**src/cache_cfg.svh**
```systemverilog
// Memory subsystem configuration: backing memory depth and access latency.
`ifndef CACHE_CFG_SVH
`define CACHE_CFG_SVH

// Number of 32-bit words in the backing memory. Addresses wrap at this size.
`define MEM_WORDS 2048

// Cycles from the start of a memory access to its ready pulse.
`define MEM_LATENCY 3

`endif

```
**src/cachePkg.sv**
```systemverilog
// Cache package: address views and controller states for the L1 memory subsystem.
package cachePkg;

  // The same address word is read as a raw byte address and as cache fields.
  typedef union packed {
    logic [31:0] raw;
    struct packed {
      logic [20:0] unused;
      logic [3:0]  tag;
      logic [4:0]  index;
      logic [1:0]  offset;
    } fields;
  } cacheAddr_u;

  typedef enum logic [1:0] {
    idle,
    read,  // Waiting for one or two memory read pulses.
    write, // Waiting for the write-through to complete.
    ready
  } cacheState_e;

endpackage

```
**src/loadAligner.sv**
```systemverilog
// Load aligner: extracts a byte, halfword or word from a two-word window and extends it.
`timescale 1ns/1ps

module loadAligner (
  input  logic [1:0]  byteOffset,
  input  logic        byteRead,
  input  logic        halfRead,
  input  logic        unsignedRead,
  input  logic [31:0] lowWord,
  input  logic [31:0] highWord,
  output logic [31:0] dataOut
);
  logic [63:0] window;
  logic [31:0] shifted;
  logic        byteSign;
  logic        halfSign;

  // Little-endian, so the following word sits above the addressed one.
  assign window = {highWord, lowWord};
  assign shifted = window[{byteOffset, 3'b000} +: 32];

  assign byteSign = shifted[7] & ~unsignedRead;
  assign halfSign = shifted[15] & ~unsignedRead;

  always_comb begin
    if (byteRead) begin
      dataOut = {{24{byteSign}}, shifted[7:0]};
    end else if (halfRead) begin
      dataOut = {{16{halfSign}}, shifted[15:0]};
    end else begin
      dataOut = shifted; // A full word needs no extension.
    end
  end

endmodule

```
**src/cacheArray.sv**
```systemverilog
// Cache array: tag, valid and data storage for 32 one-word lines with a two-line read window.
`timescale 1ns/1ps

module cacheArray (
  input  logic                clk,
  input  logic                reset,
  input  cachePkg::cacheAddr_u lookupAddress,
  input  logic                fillEnable,
  input  cachePkg::cacheAddr_u fillAddress,
  input  logic [31:0]         fillData,
  input  logic                invalidateEnable,
  input  cachePkg::cacheAddr_u windowAddress,
  output logic                hit,
  output logic [31:0]         lowWord,
  output logic [31:0]         highWord
);
  logic [31:0] lineData [32];
  logic [3:0]  lineTag [32];
  logic [31:0] lineValid;
  logic        tagMatch;
  logic [4:0]  nextIndex;

  assign tagMatch = lineTag[lookupAddress.fields.index] == lookupAddress.fields.tag;
  assign hit = lineValid[lookupAddress.fields.index] & tagMatch;

  always_ff @(posedge clk) begin
    if (reset) begin
      lineValid <= '0;
    end else begin
      if (fillEnable) begin
        lineValid[fillAddress.fields.index] <= 1'b1;
      end
      // A write only drops the line when it holds the written address.
      if (invalidateEnable && tagMatch) begin
        lineValid[lookupAddress.fields.index] <= 1'b0;
      end
    end
  end

  always_ff @(posedge clk) begin
    if (fillEnable) begin
      lineData[fillAddress.fields.index] <= fillData;
      lineTag[fillAddress.fields.index] <= fillAddress.fields.tag;
    end
  end

  // Line 31 is followed by line 0, which is where address plus 4 lands.
  assign nextIndex = windowAddress.fields.index + 5'd1;

  assign lowWord = lineData[windowAddress.fields.index];
  assign highWord = lineData[nextIndex];

endmodule

```
**src/cacheController.sv**
```systemverilog
// Cache controller: FSM for load misses, two-word fetches and write-through requests.
`timescale 1ns/1ps

module cacheController (
  input  logic                 clk,
  input  logic                 reset,
  input  cachePkg::cacheAddr_u address,
  input  logic                 readEnable,
  input  logic                 writeEnable,
  input  logic                 needNextAddress,
  input  logic                 hit,
  input  logic                 memoryReady,
  output cachePkg::cacheAddr_u readAddress,
  output logic                 fillEnable,
  output logic                 invalidateEnable,
  output logic                 stateReady
);
  cachePkg::cacheState_e state;
  logic                  secondWord;
  logic                  alignedHit;

  assign alignedHit = hit & ~needNextAddress;

  always_ff @(posedge clk) begin
    if (reset) begin
      state <= cachePkg::idle;
      secondWord <= 1'b0;
    end else begin
      case (state)
        cachePkg::idle: begin
          if (readEnable && !alignedHit) begin
            state <= cachePkg::read;
          end else if (writeEnable) begin
            state <= cachePkg::write;
          end
        end
        cachePkg::read: begin
          if (memoryReady) begin
            if (needNextAddress && !secondWord) begin
              secondWord <= 1'b1; // Stay here and fetch the following word.
            end else begin
              secondWord <= 1'b0;
              state <= cachePkg::ready;
            end
          end
        end
        cachePkg::write: begin
          if (memoryReady) begin
            state <= cachePkg::ready;
          end
        end
        cachePkg::ready: begin
          state <= cachePkg::idle;
        end
      endcase
    end
  end

  assign readAddress.raw = secondWord ? address.raw + 32'd4 : address.raw;

  // Every read pulse fills the line of the word being fetched.
  assign fillEnable = (state == cachePkg::read) && memoryReady;
  assign invalidateEnable = (state == cachePkg::write) && memoryReady;
  assign stateReady = state == cachePkg::ready;

endmodule

```
**src/cacheL1.sv**
```systemverilog
// L1 cache: direct-mapped write-through cache between the load/store port and memory.
`timescale 1ns/1ps

module cacheL1 (
  input  logic        clk,
  input  logic        reset,
  input  logic [31:0] address,
  input  logic        readEnable,
  input  logic        writeEnable,
  input  logic        byteRead,
  input  logic        halfRead,
  input  logic        unsignedRead,
  input  logic [31:0] dataIn,
  output logic [31:0] dataOut,
  output logic        cacheReady,
  output logic [31:0] memoryAddress,
  output logic [31:0] memoryDataOut,
  output logic        memoryReadEnable,
  output logic        memoryWriteEnable,
  input  logic [31:0] memoryDataIn,
  input  logic        memoryReady
);
  cachePkg::cacheAddr_u requestAddress;
  cachePkg::cacheAddr_u readAddress;
  logic                 wordRead;
  logic                 needNextAddress;
  logic                 hit;
  logic                 fillEnable;
  logic                 invalidateEnable;
  logic                 stateReady;
  logic [31:0]          lowWord;
  logic [31:0]          highWord;

  assign requestAddress.raw = address;
  assign wordRead = ~(byteRead | halfRead);

  // Loads that spill past the end of the addressed word.
  assign needNextAddress = (wordRead && requestAddress.fields.offset != 2'b00) ||
                           (halfRead && requestAddress.fields.offset == 2'b11);

  assign memoryAddress = readAddress.raw; // Equals the request address outside the second fetch.
  assign memoryDataOut = dataIn;
  assign memoryReadEnable = readEnable;
  assign memoryWriteEnable = writeEnable;

  assign cacheReady = stateReady | (readEnable & hit & ~needNextAddress) |
                      ~(readEnable | writeEnable);

  cacheController controller (
    .clk              (clk),
    .reset            (reset),
    .address          (requestAddress),
    .readEnable       (readEnable),
    .writeEnable      (writeEnable),
    .needNextAddress  (needNextAddress),
    .hit              (hit),
    .memoryReady      (memoryReady),
    .readAddress      (readAddress),
    .fillEnable       (fillEnable),
    .invalidateEnable (invalidateEnable),
    .stateReady       (stateReady)
  );

  cacheArray array (
    .clk              (clk),
    .reset            (reset),
    .lookupAddress    (requestAddress),
    .fillEnable       (fillEnable),
    .fillAddress      (readAddress),
    .fillData         (memoryDataIn),
    .invalidateEnable (invalidateEnable),
    .windowAddress    (requestAddress),
    .hit              (hit),
    .lowWord          (lowWord),
    .highWord         (highWord)
  );

  loadAligner aligner (
    .byteOffset   (requestAddress.fields.offset),
    .byteRead     (byteRead),
    .halfRead     (halfRead),
    .unsignedRead (unsignedRead),
    .lowWord      (lowWord),
    .highWord     (highWord),
    .dataOut      (dataOut)
  );

endmodule

```
**config.mk**
```make
export PLATFORM = sky130hd
export DESIGN_NAME = cacheL1
export DESIGN_NICKNAME = d
export VERILOG_FILES = /design/src/cache_cfg.svh /design/src/cachePkg.sv /design/src/loadAligner.sv /design/src/cacheArray.sv /design/src/cacheController.sv /design/src/cacheL1.sv
export SDC_FILE = /design/constraint.sdc
export NUM_CORES = 2
export LEC_CHECK = 0
export BUFFER_PORTS_ARGS = -buffer_cell sky130_fd_sc_hd__buf_2
export CORE_MARGIN = 2
export CORE_UTILIZATION = 35
export CTS_CLUSTER_SIZE = 25
export DETAILED_ROUTE_END_ITERATION = 6
export PLACE_DENSITY_LB_ADDON = 0.2
export SETUP_SLACK_MARGIN = 0.02
export SLEW_MARGIN = 10
export SYNTH_ARGS = -nofsm -noshare
export SYNTH_HDL_FRONTEND = slang
export SYNTH_SLANG_ARGS = --single-unit
```
**constraint.sdc**
```tcl
create_clock -name clk -period 5 [get_ports clk]
set_input_delay 0.5 -clock clk [delete_from_list [all_inputs] [get_ports clk]]
set_output_delay 0.5 -clock clk [all_outputs]
set_load 0.05 [all_outputs]
```
# After elaboration in Yosys (flattened, before gate mapping)
# Memories as Yosys holds them, arrays and structs flattened.
# Cells that the tools add are included.
dict set report word_totals {
  ff_bits 35
  ramBits 1152
  wordCells 75
  mem_count 2
}
dict set report op_classes {
  addsub 2
  mux 21
  n_eq_ne 9
  bitwise 17
  order_cmp 4
  n_shift 1
  reduce_logical 16
}
# memory depth word_bits rd rd_ports_with_merged_regs write_ports line_no
set memory_table {}
lappend memory_table {array.lineData 32 32 2 0 1 cacheArray.sv:17} ;# logic [31:0] lineData [32];
lappend memory_table {array.lineTag 32 4 1 0 1 cacheArray.sv:18} ;# logic [3:0] lineTag [32];
# cell n
set op_table {}
lappend op_table {{32-bit two-way mux} 6}
lappend op_table {{64-bit by 6-bit indexed part select with 32-bit output} 1}
lappend op_table {{32-bit by 3-bit adder with 32-bit output, second input constant} 1}
lappend op_table {{32-bit AND} 1}
lappend op_table {{32-bit inverter} 1}
lappend op_table {{32-bit OR} 1}
lappend op_table {{5-bit by 6-bit < comparator with 1-bit output, second input constant} 2}
lappend op_table {{1-bit demux with 5-bit select} 2}
lappend op_table {{5-bit by 1-bit greater-or-equal comparator with 1-bit output, second input constant} 2}
lappend op_table {{2-bit two-way mux} 5}
lappend op_table {{1-bit logical AND} 9}
lappend op_table {{2-bit case mux with 4 select lines} 1}
lappend op_table {{1-bit AND} 6}
lappend op_table {{2-bit == test, second input constant} 3}
lappend op_table {{1-bit two-way mux} 6}
lappend op_table {{2-bit inequality test, second input constant} 3}
lappend op_table {{5-bit by 1-bit adder with 5-bit output, second input constant} 1}
lappend op_table {{1-bit binary-select mux with 5-bit select} 1}
lappend op_table {{4-bit == test} 1}
lappend op_table {{1-bit inverter} 4}
lappend op_table {{1-bit OR} 4}
lappend op_table {{4-bit AND reduction} 1}
lappend op_table {{3-bit by 2-bit inequality test with 1-bit output, second input constant} 1}
lappend op_table {{2-bit by 1-bit == test with 1-bit output, second input constant} 1}
lappend op_table {{5 further kinds} 6}

# Longest topological paths before layout
dict set report depth {
  ltp_word 11
  depth_mapped 20
}

# Modules after synthesis
# A second synthesis with hierarchy kept.
dict set report unflattened {
  hier_cells 2675
  hier_area_um2 55609.6
}
# module seq_area_each_um2 cells_per_inst area_each_um2 instances
set modules_own_cells {}
lappend modules_own_cells {cacheArray 35233.8 2366 53405.0 1}
lappend modules_own_cells {loadAligner 0.0 151 1016.0 1}
lappend modules_own_cells {cacheController 60.1 117 887.1 1}
lappend modules_own_cells {cacheL1 0.0 41 301.5 1}

# Worst setup path after synthesis
# Ideal clock, no wire load.
dict set report synth_timing {
  kind {in2reg}
  start {input port address[3]}
  end {memory array.lineData[11][0], enable pin}
  path_stages 17
  setup_time_ps 431
  path_slack_ps -664
  arrival_time_ps 5233
  cell_sequence {buf_6 > buf_6 > buf_6 > buf_4 > buf_4 > inv_1 > ha_1 > buf_4 > buf_4 > buf_4 > buf_4 > buf_4 > nand2_1 > o21ai_0 > nor2b_1 > nand2_1 > nor2_1}
}
dict set report synth_between {
  elab_chain_cells 2
}
# element line_no
set synth_lines {}
lappend synth_lines {{from (decl)} cacheL1.sv:7} ;# input logic [31:0] address,
lappend synth_lines {{32-bit by 3-bit adder with 32-bit output} cacheController.sv:59} ;# assign readAddress.raw = secondWord ? address.raw + 32'd4 : address.raw;
lappend synth_lines {{32-bit two-way mux *} cacheController.sv:59}
lappend synth_lines {{named net memoryAddress[3]} cacheL1.sv:16} ;# output logic [31:0] memoryAddress,
lappend synth_lines {{to (decl)} cacheArray.sv:17}
# The timed path passes the listed nets; every way through them passes the cells marked *.

# Worst setup path after layout
dict set report layout_timing {
  start {input port address[2]}
  end {output port dataOut[16]}
}
dict set report layout_between {
  elab_chain_cells 6
  word_cells_on_any_way 7
  cone_classes {add/sub: 1; shift: 1; mux: 2; bitwise: 2; memory: 1}
}
# element line_no
set layout_lines {}
lappend layout_lines {{5-bit by 1-bit adder with 5-bit output} cacheArray.sv:48} ;# assign nextIndex = windowAddress.fields.index + 5'd1;
lappend layout_lines {{memory read 32 x 32 bit *} --}
lappend layout_lines {{64-bit by 6-bit indexed part select with 32-bit output *} loadAligner.sv:20} ;# assign shifted = window[{byteOffset, 3'b000} +: 32];
lappend layout_lines {{1-bit AND} loadAligner.sv:23} ;# assign halfSign = shifted[15] & ~unsignedRead;
lappend layout_lines {{32-bit two-way mux} loadAligner.sv:28} ;# end else if (halfRead) begin
lappend layout_lines {{32-bit two-way mux *} loadAligner.sv:26} ;# if (byteRead) begin
lappend layout_lines {{to (decl)} cacheL1.sv:14} ;# output logic [31:0] dataOut,
# Every way passes the cells marked *; elsewhere a longest branch is shown, timed or not.

==> flow_summary.html <==
<table>
<tr><th>Metric</th><th>Value</th></tr>
<tr><th colspan="2">Timing</th></tr>
<tr><td>Post-route minimum period</td><td>4.74 ns</td></tr>
<tr><td>Setup repair after global routing missed its margin</td><td>false</td></tr>
<tr><td>Actual transition at the worst max-transition pin</td><td>0.995 ns</td></tr>
<tr><td>Period utilisation layout</td><td>0.947</td></tr>
<tr><td>Max Clock Skew</td><td>0.0234 ns</td></tr>
<tr><td>Hold violation total from the final report</td><td>0</td></tr>
<tr><td>Count of endpoints failing setup in the final report</td><td>0</td></tr>
<tr><td>Min Hold Slack</td><td>0.233 ns</td></tr>
<tr><td>Worst-case headroom to the max-slew limit</td><td>0.336</td></tr>
<tr><td>F_max</td><td>0.211 GHz</td></tr>
<tr><td>Fin Setup TNS</td><td>0 ns</td></tr>
<tr><td>Final-report max-slew violation count</td><td>0</td></tr>
<tr><th colspan="2">Clock network</th></tr>
<tr><td>Master cell of the clock root buffer</td><td>sky130_fd_sc_hd__clkbuf_16</td></tr>
<tr><td>Cts bufs inserted</td><td>133</td></tr>
<tr><td>Clock H-tree levels</td><td>4</td></tr>
<tr><td>TritonCTS clock tree</td><td>yes</td></tr>
<tr><td>Clock latency on the worst-skew pair</td><td>0.77 ns</td></tr>
<tr><td>Num Clock Sinks</td><td>1187</td></tr>
<tr><td>Clock transition at the registers of the reported paths</td><td>0.05 ns</td></tr>
<tr><td>Clock Tree Buf Depth</td><td>3</td></tr>
<tr><th colspan="2">Final layout</th></tr>
<tr><td>Most frequent cells in the layout</td><td>1152 x sky130_fd_sc_hd__edfxtp_1, 444 x sky130_fd_sc_hd__mux4_2, 137 x sky130_fd_sc_hd__clkbuf_16, 130 x sky130_fd_sc_hd__buf_2, 122 x sky130_fd_sc_hd__buf_4</td></tr>
<tr><td>Proportion of layout cells with a drive suffix above 1</td><td>0.323</td></tr>
<tr><td>Commonest non-fill, non-tap cell in the layout</td><td>sky130_fd_sc_hd__edfxtp_1</td></tr>
<tr><td>Sequential cell area in the final layout</td><td>35300 sq um</td></tr>
<tr><td>Net total in the final layout</td><td>3246</td></tr>
<tr><td>N_diodes</td><td>0</td></tr>
<tr><td>Fill count</td><td>13.6k</td></tr>
<tr><td>Post-synthesis to final-layout area growth</td><td>15.1%</td></tr>
<tr><td>Footprint of the multi-input gates</td><td>17400 sq um</td></tr>
<tr><td>Final core utilization</td><td>0.405</td></tr>
<tr><th colspan="2">Synthesis</th></tr>
<tr><td>Net count after synthesis</td><td>3048</td></tr>
<tr><td>Sequential share of the synthesized area</td><td>0.653</td></tr>
<tr><td>Count of unique library cells instantiated by Yosys</td><td>81</td></tr>
<tr><td>Post-synthesis instance total</td><td>2935</td></tr>
<tr><td>Share of synthesized flip-flops with an asynchronous set or reset</td><td>0</td></tr>
<tr><td>Post-synthesis instance area</td><td>54100 sq um</td></tr>
<tr><td>Synthesis-stage register bit count</td><td>1187</td></tr>
<tr><td>Number of enable flip-flop cells after synthesis</td><td>1152</td></tr>
<tr><td>Average cell area after synthesis</td><td>18.4 sq um</td></tr>
<tr><td>Warnings from Yosys</td><td>0</td></tr>
<tr><td>Most used DFF post-synth</td><td>sky130_fd_sc_hd__edfxtp_1</td></tr>
<tr><th colspan="2">Setup path</th></tr>
<tr><td>Data required time of the critical path</td><td>4.50 ns</td></tr>
<tr><td>Data arrival time of the worst path</td><td>4.24 ns</td></tr>
<tr><td>RR Startpoint</td><td>controller.secondWord</td></tr>
<tr><td>Minimum setup slack among reg-to-reg paths</td><td>1.57 ns</td></tr>
<tr><td>Number of cells on the worst reg-to-reg path</td><td>6</td></tr>
<tr><td>End of the worst register-to-register path</td><td>array.lineData[31][19]</td></tr>
<tr><td>Crit path kind</td><td>in2out</td></tr>
<tr><td>CP Max Fanout</td><td>107</td></tr>
<tr><td>Crit. End Element</td><td>output pin</td></tr>
<tr><td>Critical path startpoint category</td><td>primary input</td></tr>
<tr><th colspan="2">Global routing</th></tr>
<tr><td>Number of global-route vias before repair</td><td>32.2k</td></tr>
<tr><td>Pin count of the biggest net entering global routing</td><td>108</td></tr>
<tr><td>Initial antenna violation count</td><td>19</td></tr>
<tr><td>Total Routing Usage GR</td><td>0.226</td></tr>
<tr><td>Wire length of the first global-routing pass</td><td>251 mm</td></tr>
<tr><td>Grt total ovfl</td><td>0</td></tr>
<tr><th colspan="2">Route</th></tr>
<tr><td>Detailed-router iteration count before antenna repair</td><td>5</td></tr>
<tr><td>Via/cell ratio</td><td>6.05</td></tr>
<tr><td>Vias</td><td>32.0k</td></tr>
<tr><td>Antenna viol nets, final</td><td>0</td></tr>
<tr><td>Per-cell routed wire length</td><td>34.0 um</td></tr>
<tr><td>Number of violations reported at the end of detailed-routing iteration 0</td><td>3631</td></tr>
<tr><td>Wire length after detailed routing</td><td>180 mm</td></tr>
<tr><td>DR DRC count</td><td>0</td></tr>
<tr><th colspan="2">Place</th></tr>
<tr><td>Last weighted congestion value of the routability-driven placer</td><td>0.866</td></tr>
<tr><td>Total of buffers placed on input and output ports</td><td>138</td></tr>
<tr><td>Sum of net half-perimeters after detailed placement</td><td>106 mm</td></tr>
<tr><th colspan="2">Status</th></tr>
<tr><td>Run status</td><td>complete, no violations</td></tr>
<tr><th colspan="2">Power</th></tr>
<tr><td>Worst IR drop on VDD</td><td>0.356 mV</td></tr>
<tr><td>Post-layout power</td><td>23.1 mW</td></tr>
<tr><td>Power density over the cells</td><td>371 nW/um^2</td></tr>
<tr><td>Static leakage</td><td>19.8 nW</td></tr>
<tr><th colspan="2">Hold path</th></tr>
<tr><td>Path type of the worst min-delay path</td><td>in2reg</td></tr>
<tr><td>End point of the most critical hold path</td><td>array.lineData[25][20]</td></tr>
<tr><td>Source of the worst hold timing path</td><td>memoryDataIn[20]</td></tr>
<tr><td>Hold path depth</td><td>1</td></tr>
<tr><th colspan="2">Floorplan</th></tr>
<tr><td>I/O pins</td><td>203</td></tr>
<tr><td>Die X</td><td>397 um</td></tr>
<tr><td>DIE HEIGHT</td><td>397 um</td></tr>
<tr><td>Area of the die</td><td>158000 sq um</td></tr>
<tr><td>Core area</td><td>154000 sq um</td></tr>
<tr><td>Effective utilization at floorplan</td><td>0.352</td></tr>
<tr><td>Number of placement rows</td><td>144</td></tr>
<tr><th colspan="2">Job</th></tr>
<tr><td>Number of max-capacitance violations reported</td><td>0</td></tr>
</table>
[per-layer routing]
metal	global-route usage	wire (um)
met4	0.0614	4200
met2	0.352	84000
met3	0.0506	15300
met5	0	144
met1	0.321	76200
[cell families after synthesis]
| group | count (synthesis) | share of synthesized area |
|---|---|---|
| flops | 1187 | 0.653 |
| buf+inv | 258 | 0.0317 |
| fa+ha+maj | 9 | 0.00208 |
| compound gates | 369 | 0.0491 |
| simple gates | 495 | 0.0473 |
| xor+xnor | 36 | 0.00611 |
| mux | 581 | 0.211 |
[synth_stat cells, types with 28 or more instances]
library cell               number  share of area
sky130_fd_sc_hd__buf_6         35         0.0073
sky130_fd_sc_hd__buf_4        107          0.015
sky130_fd_sc_hd__nand2_1      106         0.0074
sky130_fd_sc_hd__mux4_2       444           0.18
sky130_fd_sc_hd__nand3_1       53         0.0049
sky130_fd_sc_hd__mux2_2        39         0.0081
sky130_fd_sc_hd__buf_2         46         0.0043
sky130_fd_sc_hd__o22ai_1       38         0.0044
sky130_fd_sc_hd__dfxtp_1       35          0.013
sky130_fd_sc_hd__mux2i_1       98          0.018
sky130_fd_sc_hd__edfxtp_1    1152           0.64
sky130_fd_sc_hd__and2_1        37         0.0043
sky130_fd_sc_hd__nor2_1       146          0.010
sky130_fd_sc_hd__o21a_1        28         0.0039
sky130_fd_sc_hd__clkbuf_1      42         0.0029
sky130_fd_sc_hd__o21ai_0       31         0.0029
sky130_fd_sc_hd__a22oi_1       96          0.013
sky130_fd_sc_hd__a21oi_1       49         0.0045
[report_power, final]
group	internal, mW	switching, mW	total, mW
clock	5.66	4.03	9.69
sequential	11.0	0.0306	11.0
combinational	0.884	1.53	2.42
[metrics by stage]
stage / setup WS (ns) / std cells / area (sq um)
floorplan: -0.160 / 2935 / 54200
CTS: 0.0818 / 5282 / 62200
global route: 0.0980 / 5283 / 62200
finish: 0.264 / 5283 / 62200
detailed placement: 0.0880 / 5041 / 58000
global placement: 0.0630 / 5041 / 58000
[state kept, by name (all words and copies together) (netlist names)]
signal                 count
controller.state           2
controller.secondWord      1
array.lineTag            128
array.lineData          1024
array.lineValid           32
[worst max-delay path by stage]
| stage | startpoint | slack (ns) | endpoint | depth (start not counted) |
|---|---|---|---|---|
| finish | address[2] | 0.26 | dataOut[16] | 11 |
| global route | address[2] | 0.1 | dataOut[31] | 13 |
| CTS | address[2] | 0.08 | dataOut[19] | 11 |
| detailed placement | address[2] | 0.09 | dataOut[19] | 11 |
| global placement | address[2] | 0.06 | dataOut[19] | 11 |
| floorplan | address[3] | -0.16 | array.lineData[19][0] | 17 |
[cell type report]
class / instances / share of cell area
Clock inverter: 73 / 0.0116
Inverter: 14 / 0.000844
Sequential cell: 1187 / 0.567
Multi-Input combinational cell: 1490 / 0.280
Timing Repair Buffer: 307 / 0.0426
Clock buffer: 168 / 0.0570
Tap cell: 2044 / 0.0411
[repair_timing]
action                                 in CTS  in global routing
setup buffers                               0                  1
hold buffers                                0                  0
resized for setup                           0                  1
setup endpoints to repair                   0                  2
endpoints found under the hold margin       0                  0
[critical path, cell delays in order]
cell and delay, ns:
sky130_fd_sc_hd__buf_8 0.20, sky130_fd_sc_hd__buf_4 0.37, sky130_fd_sc_hd__buf_12 0.56, sky130_fd_sc_hd__mux4_2 0.40, sky130_fd_sc_hd__mux2_2 0.29, sky130_fd_sc_hd__a21oi_1 0.12
sky130_fd_sc_hd__or4_1 0.39, sky130_fd_sc_hd__nor2_1 0.09, sky130_fd_sc_hd__o311ai_0 0.68, sky130_fd_sc_hd__nand3_1 0.25, sky130_fd_sc_hd__buf_12 0.21
Power figures use the tool's default switching activity.
